### src/design/pci_consts.svh
`ifndef PCI_CONSTS_SVH
`define PCI_CONSTS_SVH

// Program memory geometry
`define PCI_MEM_WORDS   256
`define PCI_ADDR_BITS   8

// Host frame is opcode + 4 address bytes + 4 data bytes
`define PCI_FRAME_BYTES 9

// Link flow control
`define PCI_RX_DEPTH    4     // Also the host's starting credits
`define PCI_TX_CREDITS  2

// Opcodes and status
`define PCI_OP_WRITE    8'h01
`define PCI_OP_READ     8'h02
`define PCI_OP_RUN      8'h03
`define PCI_RSP_ERR     8'hEE

`endif

### src/design/pci_pkg.sv
`include "pci_consts.svh"

package pci_pkg;

    typedef logic [31:0]                 word_t;
    typedef logic [7:0]                  byte_t;
    typedef logic [`PCI_ADDR_BITS-1:0]   mem_addr_t;    // Word index
    typedef logic [31:0]                 cycle_count_t;

    // One decoded host frame
    typedef struct packed {
        byte_t opcode;
        word_t addr;
        word_t data;      // Write data or run length
    } cmd_t;

    // Reply to the host, status first on the wire
    typedef struct packed {
        byte_t status;
        word_t data;
        logic  has_data;  // Only READ carries a word
    } rsp_t;

    typedef enum logic [1:0] {
        IDLE,
        MEM,
        RUN,
        REPLY
    } ctrl_state_t;

endpackage

### src/design/pci_controller.sv
`timescale 1ns/1ps
`include "pci_consts.svh"

module pci_controller (
    input  logic                 sys_clk,
    input  logic                 reset_i,
    input  logic                 cmd_valid_i,
    input  pci_pkg::cmd_t        cmd_i,
    output logic                 cmd_ready_o,
    output logic                 mem_req_o,
    output logic                 mem_we_o,
    output pci_pkg::mem_addr_t   mem_addr_o,
    output pci_pkg::word_t       mem_wdata_o,
    input  pci_pkg::word_t       mem_rdata_i,
    output logic                 rst_core_o,
    output logic                 rsp_valid_o,
    output pci_pkg::rsp_t        rsp_o,
    input  logic                 rsp_ready_i
);

    pci_pkg::ctrl_state_t  state;
    pci_pkg::cmd_t         cmd_q;
    pci_pkg::cycle_count_t run_left;
    pci_pkg::rsp_t         rsp_q;
    logic                  mem_wait;   // Read issued, data arrives next cycle
    logic                  accept;

    assign accept      = cmd_valid_i && cmd_ready_o;
    assign cmd_ready_o = (state == pci_pkg::IDLE);
    assign rsp_valid_o = (state == pci_pkg::REPLY);
    assign rsp_o       = rsp_q;

    // Host addresses are word indices into the program memory
    assign mem_req_o   = (state == pci_pkg::MEM) && !mem_wait;
    assign mem_we_o    = (cmd_q.opcode == `PCI_OP_WRITE);
    assign mem_addr_o  = cmd_q.addr[`PCI_ADDR_BITS-1:0];
    assign mem_wdata_o = cmd_q.data;

    always_ff @(posedge sys_clk) begin
        if (accept) begin
            cmd_q    <= cmd_i;
            run_left <= cmd_i.data;
        end else if (state == pci_pkg::RUN) begin
            run_left <= run_left - 1'b1;
        end
    end

    // Response payload
    always_ff @(posedge sys_clk) begin
        if (accept) begin
            rsp_q.data     <= '0;
            rsp_q.has_data <= 1'b0;
            case (cmd_i.opcode)
                `PCI_OP_WRITE, `PCI_OP_READ, `PCI_OP_RUN: rsp_q.status <= cmd_i.opcode;
                default:                                  rsp_q.status <= `PCI_RSP_ERR;
            endcase
        end else if (state == pci_pkg::MEM && mem_wait) begin
            rsp_q.data     <= mem_rdata_i;
            rsp_q.has_data <= 1'b1;
        end
    end

    always_ff @(posedge sys_clk) begin
        if (reset_i) begin
            state      <= pci_pkg::IDLE;
            rst_core_o <= 1'b1;
            mem_wait   <= 1'b0;
        end else begin
            case (state)
                pci_pkg::IDLE: begin
                    if (accept) begin
                        case (cmd_i.opcode)
                            `PCI_OP_WRITE, `PCI_OP_READ: state <= pci_pkg::MEM;
                            `PCI_OP_RUN: begin
                                if (cmd_i.data == '0) begin
                                    state <= pci_pkg::REPLY;   // Nothing to run
                                end else begin
                                    state      <= pci_pkg::RUN;
                                    rst_core_o <= 1'b0;
                                end
                            end
                            default: state <= pci_pkg::REPLY;
                        endcase
                    end
                end
                pci_pkg::MEM: begin
                    if (mem_wait) begin
                        mem_wait <= 1'b0;
                        state    <= pci_pkg::REPLY;
                    end else if (mem_we_o) begin
                        state <= pci_pkg::REPLY;   // Write done in one cycle
                    end else begin
                        mem_wait <= 1'b1;
                    end
                end
                pci_pkg::RUN: begin
                    // Last released cycle, back into reset
                    if (run_left == 32'd1) begin
                        rst_core_o <= 1'b1;
                        state      <= pci_pkg::REPLY;
                    end
                end
                pci_pkg::REPLY: begin
                    if (rsp_ready_i) state <= pci_pkg::IDLE;
                end
                default: state <= pci_pkg::IDLE;
            endcase
        end
    end

endmodule

### config.mk
export PLATFORM = sky130hd
export DESIGN_NAME = pci_controller
export DESIGN_NICKNAME = d
export VERILOG_FILES = /design/src/design/pci_pkg.sv /design/src/design/pci_controller.sv
export VERILOG_INCLUDE_DIRS = /design/src /design/src/design
export SDC_FILE = /design/constraint.sdc
export NUM_CORES = 1
export LEC_CHECK = 0
export ABC_AREA = 0
export BUFFER_PORTS_ARGS = -buffer_cell sky130_fd_sc_hd__buf_2
export CAP_MARGIN = 40
export CORE_AREA = 2 2 125 90
export DETAILED_ROUTE_END_ITERATION = 8
export DIE_AREA = 0 0 127 92
export PLACE_DENSITY_LB_ADDON = 0.12
export SLEW_MARGIN = 20
export SYNTH_ARGS = -nofsm -noshare
export SYNTH_HDL_FRONTEND = slang
export SYNTH_SLANG_ARGS = --single-unit
### constraint.sdc
create_clock -name sys_clk -period 8.5 [get_ports sys_clk]
set_input_delay 1.275 -clock sys_clk [delete_from_list [all_inputs] [get_ports sys_clk]]
set_output_delay 1.275 -clock sys_clk [all_outputs]
set_load 0.01 [all_outputs]
[Word level (Yosys, flattened, before mapping)]
Cells that the tools add are included.
Operators by class
  reduce and logical (&&, ||, !) cells: 12
  eq/ne operators: 14
  mux-type cells: 17
  $add $sub $neg: 1
Operators by type and width (count)
  two-way mux 32 bit: 2
  == test 32 x 1 -> 1 bit (second input constant): 1
  logical NOT 32 bit: 1
  subtractor 32 x 1 -> 32 bit (second input constant): 1
  == test 8 x 1 -> 1 bit (second input constant): 2
  == test 8 x 2 -> 1 bit (second input constant): 2
  two-way mux 2 bit: 5
  inequality test 2 x 1 -> 1 bit (second input constant): 4
  case mux 2 bit (4 select lines): 1
  two-way mux 1 bit: 7
  AND reduction 5 bit: 1
  == test 2 bit (second input constant): 2
  case mux 2 bit (2 select lines): 1
  AND reduction 4 bit: 1
  nonzero test 2 bit: 2
  logical AND 1 bit: 3
  inequality test 3 bit (second input constant): 1
  OR reduction 3 bit: 1
  == test 2 x 1 -> 1 bit (second input constant): 1
  logical NOT 2 bit: 1
  inequality test 2 bit (second input constant): 1
  case mux 1 bit (2 select lines): 1
  OR reduction 2 bit: 1
  logical NOT 1 bit: 1
Storage, ports and cells
  logic and storage cells: 54
  register bits after elaboration: 125
  output and inout port bits: 86

[Logic depth before layout (Yosys ltp)]
Gate-level depths: netlist of run 1.
  depth after elaboration: 5
  gate-level depth with buffers: 8
  mapped depth without buffers: 7

[Worst setup path before layout of run 1]
OpenSTA, ideal clock, no wires.
  path type: in2reg
  start: in cmd_valid_i
  end: reg cmd_q[64] in the netlist's numbering, enable pin
  data required time: 8.058 ns
  setup time: 0.442 ns
  data arrival time: 3.495 ns
  cell stages on the path: 4
  slack: 4.563 ns
  buffers on the path: 2
  cells stage by stage: nand2_1 -> inv_1 -> clkbuf_1 -> buf_1
On the way
  word-level cells in the longest chain between the ends: 1
RTL lines
  start: declaration: line pci_controller.sv:7  | input logic cmd_valid_i,
  logical AND 1 bit: line pci_controller.sv:28  | assign accept = cmd_valid_i && cmd_ready_o;
  via accept: line pci_controller.sv:26  | logic accept;
  end signal: assignment: line pci_controller.sv:41  | cmd_q <= cmd_i;
  end: declaration: line pci_controller.sv:22  | pci_pkg::cmd_t cmd_q;
The timed path passes the listed nets, and every way through them passes these cells.
A chain may end at the register's enable or synchronous reset.

[Worst setup path in the final report of run 1]
  start: in cmd_valid_i
  end: reg run_left[3] (data pin)
On the way
  word-level cells in the longest chain between the ends: 2
RTL lines
  logical AND 1 bit: line pci_controller.sv:28
  two-way mux 32 bit: line pci_controller.sv:40  | if (accept) begin
  end signal: assignment: line pci_controller.sv:42  | run_left <= cmd_i.data;
  end signal: assignment: line pci_controller.sv:44  | run_left <= run_left - 1'b1;
  end: declaration: line pci_controller.sv:23  | pci_pkg::cycle_count_t run_left;
No other way between the ends.

==> results of run 1 <==
-- sequential cells by signal, indices dropped and copies added, names as in the netlist --
signal,cells
rsp_o,41
mem_wdata_o,32
run_left,32
cmd_q,8
mem_addr_o,8
state,2
mem_wait,1
rst_core_o,1
-- path summary, 6_finish.rpt --
check | to | from | depth (start not counted) | slack, ns
worst min register to register | rsp_o[5] | rsp_o[5] | 2 | 0.45
worst max-delay path | run_left[3] | cmd_valid_i | 5 | 5.37
worst max register to register | run_left[3] | state[1] | 6 | 5.59
worst min-delay path | rsp_o[5] | rsp_o[5] | 2 | 0.45
-- stage by stage --
step	cells	cell area [sq um]	hold WS (ns)	setup WS, ns	power [W]
after floorplan	493	5550	0.465	4.56	0.00139
after global placement	739	6190	0.439	4.97	0.00150
after detailed placement	741	6230	0.445	4.90	0.00153
after CTS	773	6830	0.453	5.33	0.00228
after global routing	773	6830	0.473	5.09	0.00239
final	773	6830	0.451	5.37	0.00226
-- routing by layer --
metal	vias up	GRT usage [%]	share of wire (%)	routed length, um
met1	1857	25.1	44	5030
met2	111	32.6	49	5640
met4	2	7.14	0.71	81
li1	1968	-	-	-
met3	9	6.77	5.9	675
met5	-	0	0.11	13
-- where the power goes --
group | leakage (nW) | switching (W) | internal [W]
registers | 1.13 | 0.000109 | 0.000882
clock network | 0.294 | 0.000257 | 0.000485
logic | 1.23 | 0.000315 | 0.000210
-- worst max-delay path: stages --
cell and delay (ns):
buf_2 0.11, nand2_1 0.21, inv_4 0.63, buf_4 0.71, o21ai_0 0.22
-- cell type report --
cell class	instances	area share (%)
clock buffer	18	6.28
sequential	125	49.5
clock inverter	14	2.56
tap	136	2.49
multi-input combinational	299	25.5
timing repair buffer	173	13.2
inverter	8	0.476
-- layout by cell type (no fill, tap or decap), types with 4 or more instances in the layout --
cell type,n
xnor2_1,25
inv_1,7
dfxtp_1,37
nor2_1,16
o21ai_0,18
bufinv_16,4
ha_1,6
clkinv_1,4
xor2_1,5
o21ai_1,15
buf_2,169
nor4_1,16
edfxtp_1,88
nor3_1,12
clkbuf_16,17
nand2_1,100
or3_1,5
a21oi_1,35
nand2b_1,5
-- kinds of logic after synthesis --
group           synth area share (%)
compound gates                  8.07
simple gates                    16.8
buf+inv                         7.67
fa+ha+maj                       1.35
other cells                   0.0676
xor+xnor                        4.74
flops                           61.0
mux                            0.361
==> impl_results.md, run 1 <==
- Final WL: 11400 um
- Worst Tran Pin Value: 0.789 ns
- First-pass GRT wire length: around 18000 um
- Relative slew slack: 47.3%
- Number of synthesized flops with an enable pin: a little under 90
- NumNets Final: about 740
- Largest net degree at the start of global routing: just under 80
- Via count: 3947
- Synthesized flop and latch total: 125
- Number of global-route vias before repair: 3767
- Core Box Area: roughly 11000 sq um
- Total gr overflow: 0
- Worst hold path type: flip-flop to flip-flop
- Distinct cells, synth: 46
- Initial DRC count: 271
- Ys async rst share: 0%
- Setup_tns: 0 ns
- Number of buffers created by CTS: 17
- Die Ht: 92 um
- Leakage power: between 2 and 3 nW
- Cells after synthesis: slightly below 500
- Clk_lat worst skew: 0.41 ns
- # rows: 32
- Post_cts resized: 0
- Crit-path max FO: slightly below 80
- Synth-to-layout area growth: 23.2%
- Yosys warnings: 0
- Postcts setup bufs: 0
- CP Launch Type: input pin
- Post-synth top cells: nand2_1 (100), edfxtp_1 (88), buf_4 (40)
- FMAX: 319 MHz
- Root Buffer: clkbuf_16
- Endpoints failing setup: 0
- Final Util: 64.2%
- Crit. End Element: flip-flop
- Tcrit/Tclk final: between 30% and 40%
- Clk_skew: between 0.007 and 0.008 ns
- Initial antenna violation count: 1
- Total GRT Usage: 20.1%
- Flip-flop and latch area: between 3000 and 4000 sq um
- Final Critical Period: 3.13 ns
- RePlAce Congestion: slightly above 0.7
- ANT cells: 0
- Most common cell in the netlist: nand2_1
- WS Path Type: input pin to flip-flop
- Synth top area share: between 40% and 50%
- DR pass1 iterations: 4
- Cell taking the most area after synthesis: edfxtp_1
- Number of max-cap violations: 0
- Worst-path clk slew: 0.05 ns
- Post-synthesis sequential area ratio: between 60% and 70%
- Area of the multi-input gates: 1740 sq um
- DRT antenna net count: 0
- Post-Synthesis Mean Instance Area: 11.3 sq um
- Synthesized area: between 5000 and 6000 sq um
- Share of cells above drive strength 1: 34.2%
- CTS tree: done
- Hold-fix buffer count after cts: 0
- CP required: 8.61 ns
- DRC viols: 0
- Peak supply drop: 0.000170 V
- Initial Util: 52.1%
- Die width: approximately 130 um
- Synthesized Nets: about 610
- Top FF cell, synth: edfxtp_1
- Final-layout fill cell count: 881
- I/O pin count: 194
- Port bufs: around 170
- WL/cell: about 15 um
- Max clock buf depth: 2
- CP arrival: approximately 3.3 ns
- Status: complete, no violations
- Pwr/cell area: 331 nW/um^2
- Endpoints failing hold: 0
- Dpl hpwl: between 7000 and 8000 um
- CTS sink cnt: 125
- Synth area leaders: edfxtp_1 (48%), dfxtp_1 (13%), nand2_1 (6.8%), buf_4 (5.4%), xnor2_1 (3.9%)
- Slew Limit Fails: 0
- Vias per cell: about 5
- RSZ-0062 raised after global routing: false
- Die area: 11700 sq um
- CTS H-Tree Depth: 4
Power figures use the tool's default switching activity.
==> inputs of run 2 (changes only) <==
--- a/config.mk
+++ b/config.mk
@@ -9,9 +9,9 @@
 export ABC_AREA = 0
 export BUFFER_PORTS_ARGS = -buffer_cell sky130_fd_sc_hd__buf_2
 export CAP_MARGIN = 40
-export CORE_AREA = 2 2 125 90
+export CORE_AREA = 2 2 129 94
 export DETAILED_ROUTE_END_ITERATION = 8
-export DIE_AREA = 0 0 127 92
+export DIE_AREA = 0 0 131 96
 export PLACE_DENSITY_LB_ADDON = 0.12
 export SLEW_MARGIN = 20
 export SYNTH_ARGS = -nofsm -noshare
==> constraint.sdc (replaced) <==
create_clock -name sys_clk -period 3.2 [get_ports sys_clk]
set_input_delay 0.48 -clock sys_clk [delete_from_list [all_inputs] [get_ports sys_clk]]
set_output_delay 0.48 -clock sys_clk [all_outputs]
set_load 0.01 [all_outputs]
==> impl_results.md, run 2 (synthesis results as in run 1) <==
- Ordered list of cells on the worst path: nor4_2 > nand3_1 > nor4_1 > xnor2_1 > o21ai_1 (was buf_2 > nand2_1 > inv_4 > buf_4 > o21ai_0)
- Finished Cell Area: 6900 sq um (was 6830 sq um)
- CP peak stage delay: 0.55 ns (was 0.71 ns)
- Root Buffer: clkbuf_16 (unchanged)
- RR Endpoint: run_left[31] (was run_left[3])
- Pwr/cell area: 868 nW/um^2 (was 331 nW/um^2)
- CP Launch Type: flip-flop (was input pin)
- Port bufs: 169 (unchanged)
- Most frequent cells in the layout: buf_2 (169), nand2_1 (100), edfxtp_1 (88), dfxtp_1 (37), a21oi_1 (35) (unchanged)
- Die width: 131 um (was 127 um)
- CP arrival: 2.58 ns (was 3.25 ns)
- Initial Util: 48.9% (was 52.1%)
- Number of buffers created by CTS: 17 (unchanged)
- Reg2reg path depth: 5 (was 6)
- Clk_lat worst skew: 0.40 ns (was 0.41 ns)
- Dpl hpwl: 7920 um (was 7820 um)
- ANT cells: 0 (unchanged)
- Hold endpoint: mem_addr_o[3] (was rsp_o[5])
- Cell family with most CP delay: simple AND/OR/NAND/NOR gates (was buffers and inverters)
- I/O pin count: 194 (unchanged)
- Sw Ratio: 30.9% (was 30.1%)
- Flop pwr share: 44.0% (was 43.9%)
- CTS tree: done (unchanged)
- Final Critical Period: 2.45 ns
- Post-DP Area: 6290 sq um (was 6230 sq um)
- Share of cells above drive strength 1: 35.3% (was 34.2%)
- Initial antenna violation count: 0 (was 1)
- Min-Delay Startpoint: cmd_i[35] (was rsp_o[5])
- RePlAce Congestion: 0.813 (was 0.725)
- Worst Path Buf+Inv: 0 (was 3)
- Most common cell after layout, fill and taps aside: buf_2 (unchanged)
- Clk_skew: 0.0103 ns (was 0.00799 ns)
- Tcrit/Tclk final: 76.6%
- Comb pwr share: 23.9% (was 23.2%)
- Hold-fix buffer count after cts: 0 (unchanged)
- Slew Limit Fails: 0 (unchanged)
- RSZ-0062 raised after global routing: false (unchanged)
- NumNets Final: 741 (was 738)
- FMAX: a little over 400 MHz
- Psw: 0.00185 W (was 0.000681 W)
- WP depth: 5 (unchanged)
- # rows: 33 (was 32)
- Synth-to-layout area growth: 24.3% (was 23.2%)
- Internal Pwr Total: 0.00413 W (was 0.00158 W)
- Vias per cell: 5.01 (was 5.11)
- Crit. End Element: flip-flop (unchanged)
- Leakage power: 2.68 nW (was 2.65 nW)
- CTS H-Tree Depth: 4 (unchanged)
- First-pass GRT wire length: 17500 um (was 18200 um)
- Core Box Area: 11400 sq um (was 10700 sq um)
- Crit-path max FO: 13 (was 77)
- Via count: 3993 (was 3947)
- WS Path Type: flip-flop to flip-flop (was input pin to flip-flop)
- WL/cell: 14.4 um (was 14.8 um)
- Number of global-route vias before repair: 3694 (was 3767)
- Hold path depth: 1 (was 2)
- Endpoints failing hold: 0 (unchanged)
- Largest register FFs: 41 (unchanged)
- R2R Setup Slk: 0.75 ns (was 5.59 ns)
- Worst hold path type: input pin to flip-flop (was flip-flop to flip-flop)
- Die Ht: 96 um (was 92 um)
- Slowest cell on crit path: nand3_1 (was buf_4)
- Number of max-cap violations: 0 (unchanged)
- DRC viols: 0 (unchanged)
- Final WL: 11500 um (was 11400 um)
- Final-layout fill cell count: 986 (was 881)
- Initial DRC count: 214 (was 271)
- CP required: 3.33 ns (was 8.61 ns)
- Relative slew slack: 51.2% (was 47.3%)
- Die area: 12600 sq um (was 11700 sq um)
- Largest net degree at the start of global routing: 68 (was 78)
- DR pass1 iterations: 4 (unchanged)
- Max clock buf depth: 2 (unchanged)
- Worst-path clk slew: 0.06 ns (was 0.05 ns)
- CTS sink cnt: 125 (unchanged)
- Post_cts resized: 0 (unchanged)
- Worst Tran Pin Value: 0.732 ns (was 0.789 ns)
- Total gr overflow: 0 (unchanged)
- Reg2reg start: run_left[5] (was state[1])
- Clk pwr share: 32.1% (was 32.9%)
- DRT antenna net count: 0 (unchanged)
- Total GRT Usage: 18.2% (was 20.1%)
- Status: complete, no violations (unchanged)
- Hold_ws: 0.247 ns (was 0.451 ns)
- Endpoints failing setup: 0 (unchanged)
- Peak supply drop: 0.000455 V (was 0.000170 V)
- Setup_tns: 0 ns (unchanged)
- Postcts setup bufs: 0 (unchanged)
==> run 2: changes by cell type in the layout (fill, tap and decap cells not counted), sizes merged <==
cell / change
clkinvlp: -1
clkbuf: +3
inv: +6
bufinv: -3
clkinv: -5
buf: +3
==> run 2: through the flow <==
stage | setup slack, ns | std cells | util (%) | power, W
global placement | 0.803 | 764 | 55.2 | 0.00403
floorplan | 0.593 | 493 | - | 0.00368
CTS | 0.787 | 797 | 60.7 | 0.00604
finish | 0.750 | 797 | 60.7 | 0.00598
detailed placement | 0.796 | 765 | 55.4 | 0.00410
global route | 0.505 | 797 | 60.7 | 0.00632
==> run 2: how the worst max path moves through the flow <==
stage | start | end | slack (ns)
final | run_left[5] | run_left[31] | 0.75
after global placement | run_left[5] | run_left[31] | 0.80
after global routing | run_left[5] | run_left[31] | 0.51
after floorplan | state[0] | cmd_q[64] | 0.59
after detailed placement | run_left[5] | run_left[31] | 0.80
after CTS | run_left[5] | run_left[31] | 0.79
==> run 2: layout make-up <==
cell class	count	area, sq um	share of cell area [%]
sequential	125	3380	49.1
multi-input combinational	299	1740	25.2
timing repair buffer	176	943	13.7
clock buffer	21	503	7.29
tap	157	196	2.85
clock inverter	11	97.6	1.42
inverter	8	32.5	0.472
==> run 2: power by group through the flow <==
stage	logic (W)	registers, W	clock network, W
2_1_floorplan	0.00104	0.00265	0
3_5_place_dp	0.00144	0.00265	0
4_1_cts	0.00145	0.00263	0.00196
3_3_place_gp	0.00139	0.00264	0
6_report	0.00143	0.00263	0.00192
5_1_grt	0.00159	0.00269	0.00204
==> run 2: worst reg2reg max path, delay by kind of cell, from the launching register on <==
family,cells,cell delay [ns]
compound gates,1,0.07
xor+xnor,1,0.17
flops,1,0.43
simple gates,3,1.51
==> run 2: metal layers <==
layer  track usage, %  vias up  wire length, um
met5                0        -                0
met4             5.50        0               46
met3             7.56       12              839
met1             23.2     1880             5140
li1                 -     1970                -
met2             28.6      131             5450
==> inputs of run 3 (changes only) <==
--- a/config.mk
+++ b/config.mk
@@ -9,9 +9,9 @@
 export ABC_AREA = 0
 export BUFFER_PORTS_ARGS = -buffer_cell sky130_fd_sc_hd__buf_2
 export CAP_MARGIN = 40
-export CORE_AREA = 2 2 129 94
+export CORE_AREA = 2 2 136 98
 export DETAILED_ROUTE_END_ITERATION = 8
-export DIE_AREA = 0 0 131 96
+export DIE_AREA = 0 0 138 100
 export PLACE_DENSITY_LB_ADDON = 0.12
 export SLEW_MARGIN = 20
 export SYNTH_ARGS = -nofsm -noshare
==> constraint.sdc (replaced) <==
create_clock -name sys_clk -period 2.05 [get_ports sys_clk]
set_input_delay 0.3075 -clock sys_clk [delete_from_list [all_inputs] [get_ports sys_clk]]
set_output_delay 0.3075 -clock sys_clk [all_outputs]
set_load 0.01 [all_outputs]
==> impl_results.md, run 3 (synthesis results as in run 1) <==
- Final-layout fill cell count: 1094 (was 986)
- Root Buffer: clkbuf_16 (unchanged)
- Initial antenna violation count: 2 (was 0)
- Final Util: 59.0% (was 60.7%)
- Internal Pwr Total: 0.00716 W (was 0.00413 W)
- Die Ht: 100 um (was 96 um)
- Endpoints failing setup: 21 (was 0)
- CTS tree: done (unchanged)
- Reg2reg path depth: 7 (was 5)
- Peak supply drop: 0.000691 V (was 0.000455 V)
- RR Endpoint: run_left[20] (was run_left[31])
- RSZ-0062 raised after global routing: true (was false)
- Initial DRC count: 196 (was 214)
- Final WL: 12400 um (was 11500 um)
- Violated checks: setup timing
- CTS H-Tree Depth: 4 (unchanged)
- DRT antenna net count: 0 (unchanged)
- Pwr/cell area: 1360 nW/um^2 (was 868 nW/um^2)
- Leakage power: 3.02 nW (was 2.68 nW)
- Slew Limit Fails: 0 (unchanged)
- CP required: 2.20 ns (was 3.33 ns)
- Post-DP Area: 6620 sq um (was 6290 sq um)
- CP arrival: 2.49 ns (was 2.58 ns)
- Comb pwr share: 27.1% (was 23.9%)
- Relative slew slack: 66.3% (was 51.2%)
- Number of max-cap violations: 0 (unchanged)
- Final Critical Period: 2.34 ns (was 2.45 ns)
- Number of global-route vias before repair: 3990 (was 3694)
- Total GRT Usage: 18.3% (was 18.2%)
- DR pass1 iterations: 4 (unchanged)
- Initial Util: 43.7% (was 48.9%)
- Core Box Area: 12700 sq um (was 11400 sq um)
- CTS sink cnt: 125 (unchanged)
- Status: complete, but fails checks (was complete, no violations)
- Via count: 4122 (was 3993)
- Setup WS post-layout: -0.288 ns (was 0.750 ns)
- Number of buffers created by CTS: 17 (unchanged)
- WS Path Type: flip-flop to flip-flop (unchanged)
- Clk_lat worst skew: 0.40 ns (about the same)
- Share of cells above drive strength 1: 40.9% (was 35.3%)
- Port bufs: 169 (unchanged)
- Vias per cell: 4.88 (was 5.01)
- Reg2reg start: run_left[9] (was run_left[5])
- Dpl hpwl: 8620 um (was 7920 um)
- Worst Tran Pin Value: 0.505 ns (was 0.732 ns)
- Tcrit/Tclk final: 114% (was 76.6%)
- First-pass GRT wire length: 19900 um (was 17500 um)
- Largest register FFs: 41 (unchanged)
- Clk_skew: 0.00677 ns (was 0.0103 ns)
- Crit-path max FO: 6 (was 13)
- Max clock buf depth: 2 (unchanged)
- CP startpoint: run_left[9] (was run_left[5])
- Die width: 138 um (was 131 um)
- CP Launch Type: flip-flop (unchanged)
- Psw: 0.00306 W (was 0.00185 W)
- Crit. End Element: flip-flop (unchanged)
- FMAX: 428 MHz (was 408 MHz)
- Worst-path clk slew: 0.06 ns (about the same)
- CP endpoint: run_left[20] (was run_left[31])
- Most common cell after layout, fill and taps aside: buf_2 (unchanged)
- Clk pwr share: 33.2% (was 32.1%)
- Sw Ratio: 29.9% (was 30.9%)
- Finished Cell Area: 7490 sq um (was 6900 sq um)
- I/O pin count: 194 (unchanged)
- NumNets Final: 779 (was 741)
- Worst hold path type: input pin to flip-flop (unchanged)
- Largest net degree at the start of global routing: 43 (was 68)
- Endpoints failing hold: 0 (unchanged)
- Most frequent cells in the layout: buf_2 (169), nand2_1 (100), edfxtp_1 (88), dfxtp_1 (37), a21oi_1 (35) (unchanged)
- RePlAce Congestion: 0.747 (was 0.813)
- DRC viols: 0 (unchanged)
- WL/cell: 14.7 um (was 14.4 um)
- Total chip power: 0.0102 W (was 0.00598 W)
- # rows: 35 (was 33)
- Synth-to-layout area growth: 35.1% (was 24.3%)
- Flop pwr share: 39.6% (was 44.0%)
- Setup_tns: -4.91 ns (was 0 ns)
- Total gr overflow: 0 (unchanged)
- R2R Setup Slk: -0.29 ns (was 0.75 ns)
- Die area: 13800 sq um (was 12600 sq um)
==> run 3: cell count changes in the layout (fill, tap and decap cells not counted), sizes merged <==
cell,delta
buf,+38
inv,-6
bufinv,+5
clkbuf,-3
clkinv,+2
clkinvlp,+2
diode,+1
==> run 3: area by class of cell <==
type / instances / area (sq um) / share of cell area (%)
sequential: 125 / 3380 / 45.1
multi-input combinational: 299 / 1910 / 25.5
timing repair buffer: 214 / 1280 / 17.1
clock buffer: 18 / 429 / 5.73
clock inverter: 14 / 243 / 3.24
tap: 166 / 208 / 2.77
inverter: 8 / 32.5 / 0.434
antenna: 1 / 2.50 / 0.0334
==> run 3: stage by stage <==
stage / setup slack [ns] / hold slack (ns) / instances
detailed placement: -0.237 / 0.445 / 806
CTS: -0.249 / 0.0629 / 843
finish: -0.288 / 0.0776 / 845
global placement: -0.181 / 0.439 / 805
floorplan: -0.113 / 0.377 / 493
global route: -0.370 / 0.0605 / 844
==> run 3: worst max-delay path: stages (launching register included) <==
cell and delay (ns):
edfxtp_1 0.41, or3_4 0.42, or4_4 0.54, buf_6 0.18, buf_4 0.15, nor3_4 0.17, xnor2_1 0.15, o21ai_1 0.07
==> run 3: worst min path at each step <==
stage / slack (ns) / cells past startpoint / start / to
CTS: 0.06 / 1 / cmd_i[39] / mem_addr_o[7]
global route: 0.06 / 1 / cmd_i[38] / mem_addr_o[6]
detailed placement: 0.45 / 2 / rsp_o[14] / rsp_o[14]
floorplan: 0.38 / 1 / reset_i / mem_wait
finish: 0.08 / 1 / cmd_i[39] / mem_addr_o[7]
global placement: 0.44 / 2 / rsp_o[28] / rsp_o[28]
==> run 3: timing repair <==
item | CTS | global route
hold buffers | 0 | 0
setup buffers | 5 | 1
gates resized for setup | 10 | 12
pin swaps | 7 | 5
endpoints found under the setup margin | 21 | 24
==> run 3: power groups by stage <==
stage	logic [W]	registers, W	clock network (W)
after floorplan	0.00163	0.00413	0
final	0.00277	0.00405	0.00340
after global placement	0.00262	0.00405	0
after detailed placement	0.00267	0.00407	0
after CTS	0.00276	0.00404	0.00346
after global routing	0.00305	0.00413	0.00358
==> run 3: per-layer routing <==
| metal | up-vias | wire (um) | global-route usage, % |
|---|---|---|---|
| met3 | 8 | 723 | 6.30 |
| met5 | - | 13 | 0 |
| li1 | 2050 | - | - |
| met1 | 1946 | 5860 | 24.4 |
| met2 | 116 | 5720 | 28.5 |
| met4 | 2 | 86 | 5.81 |
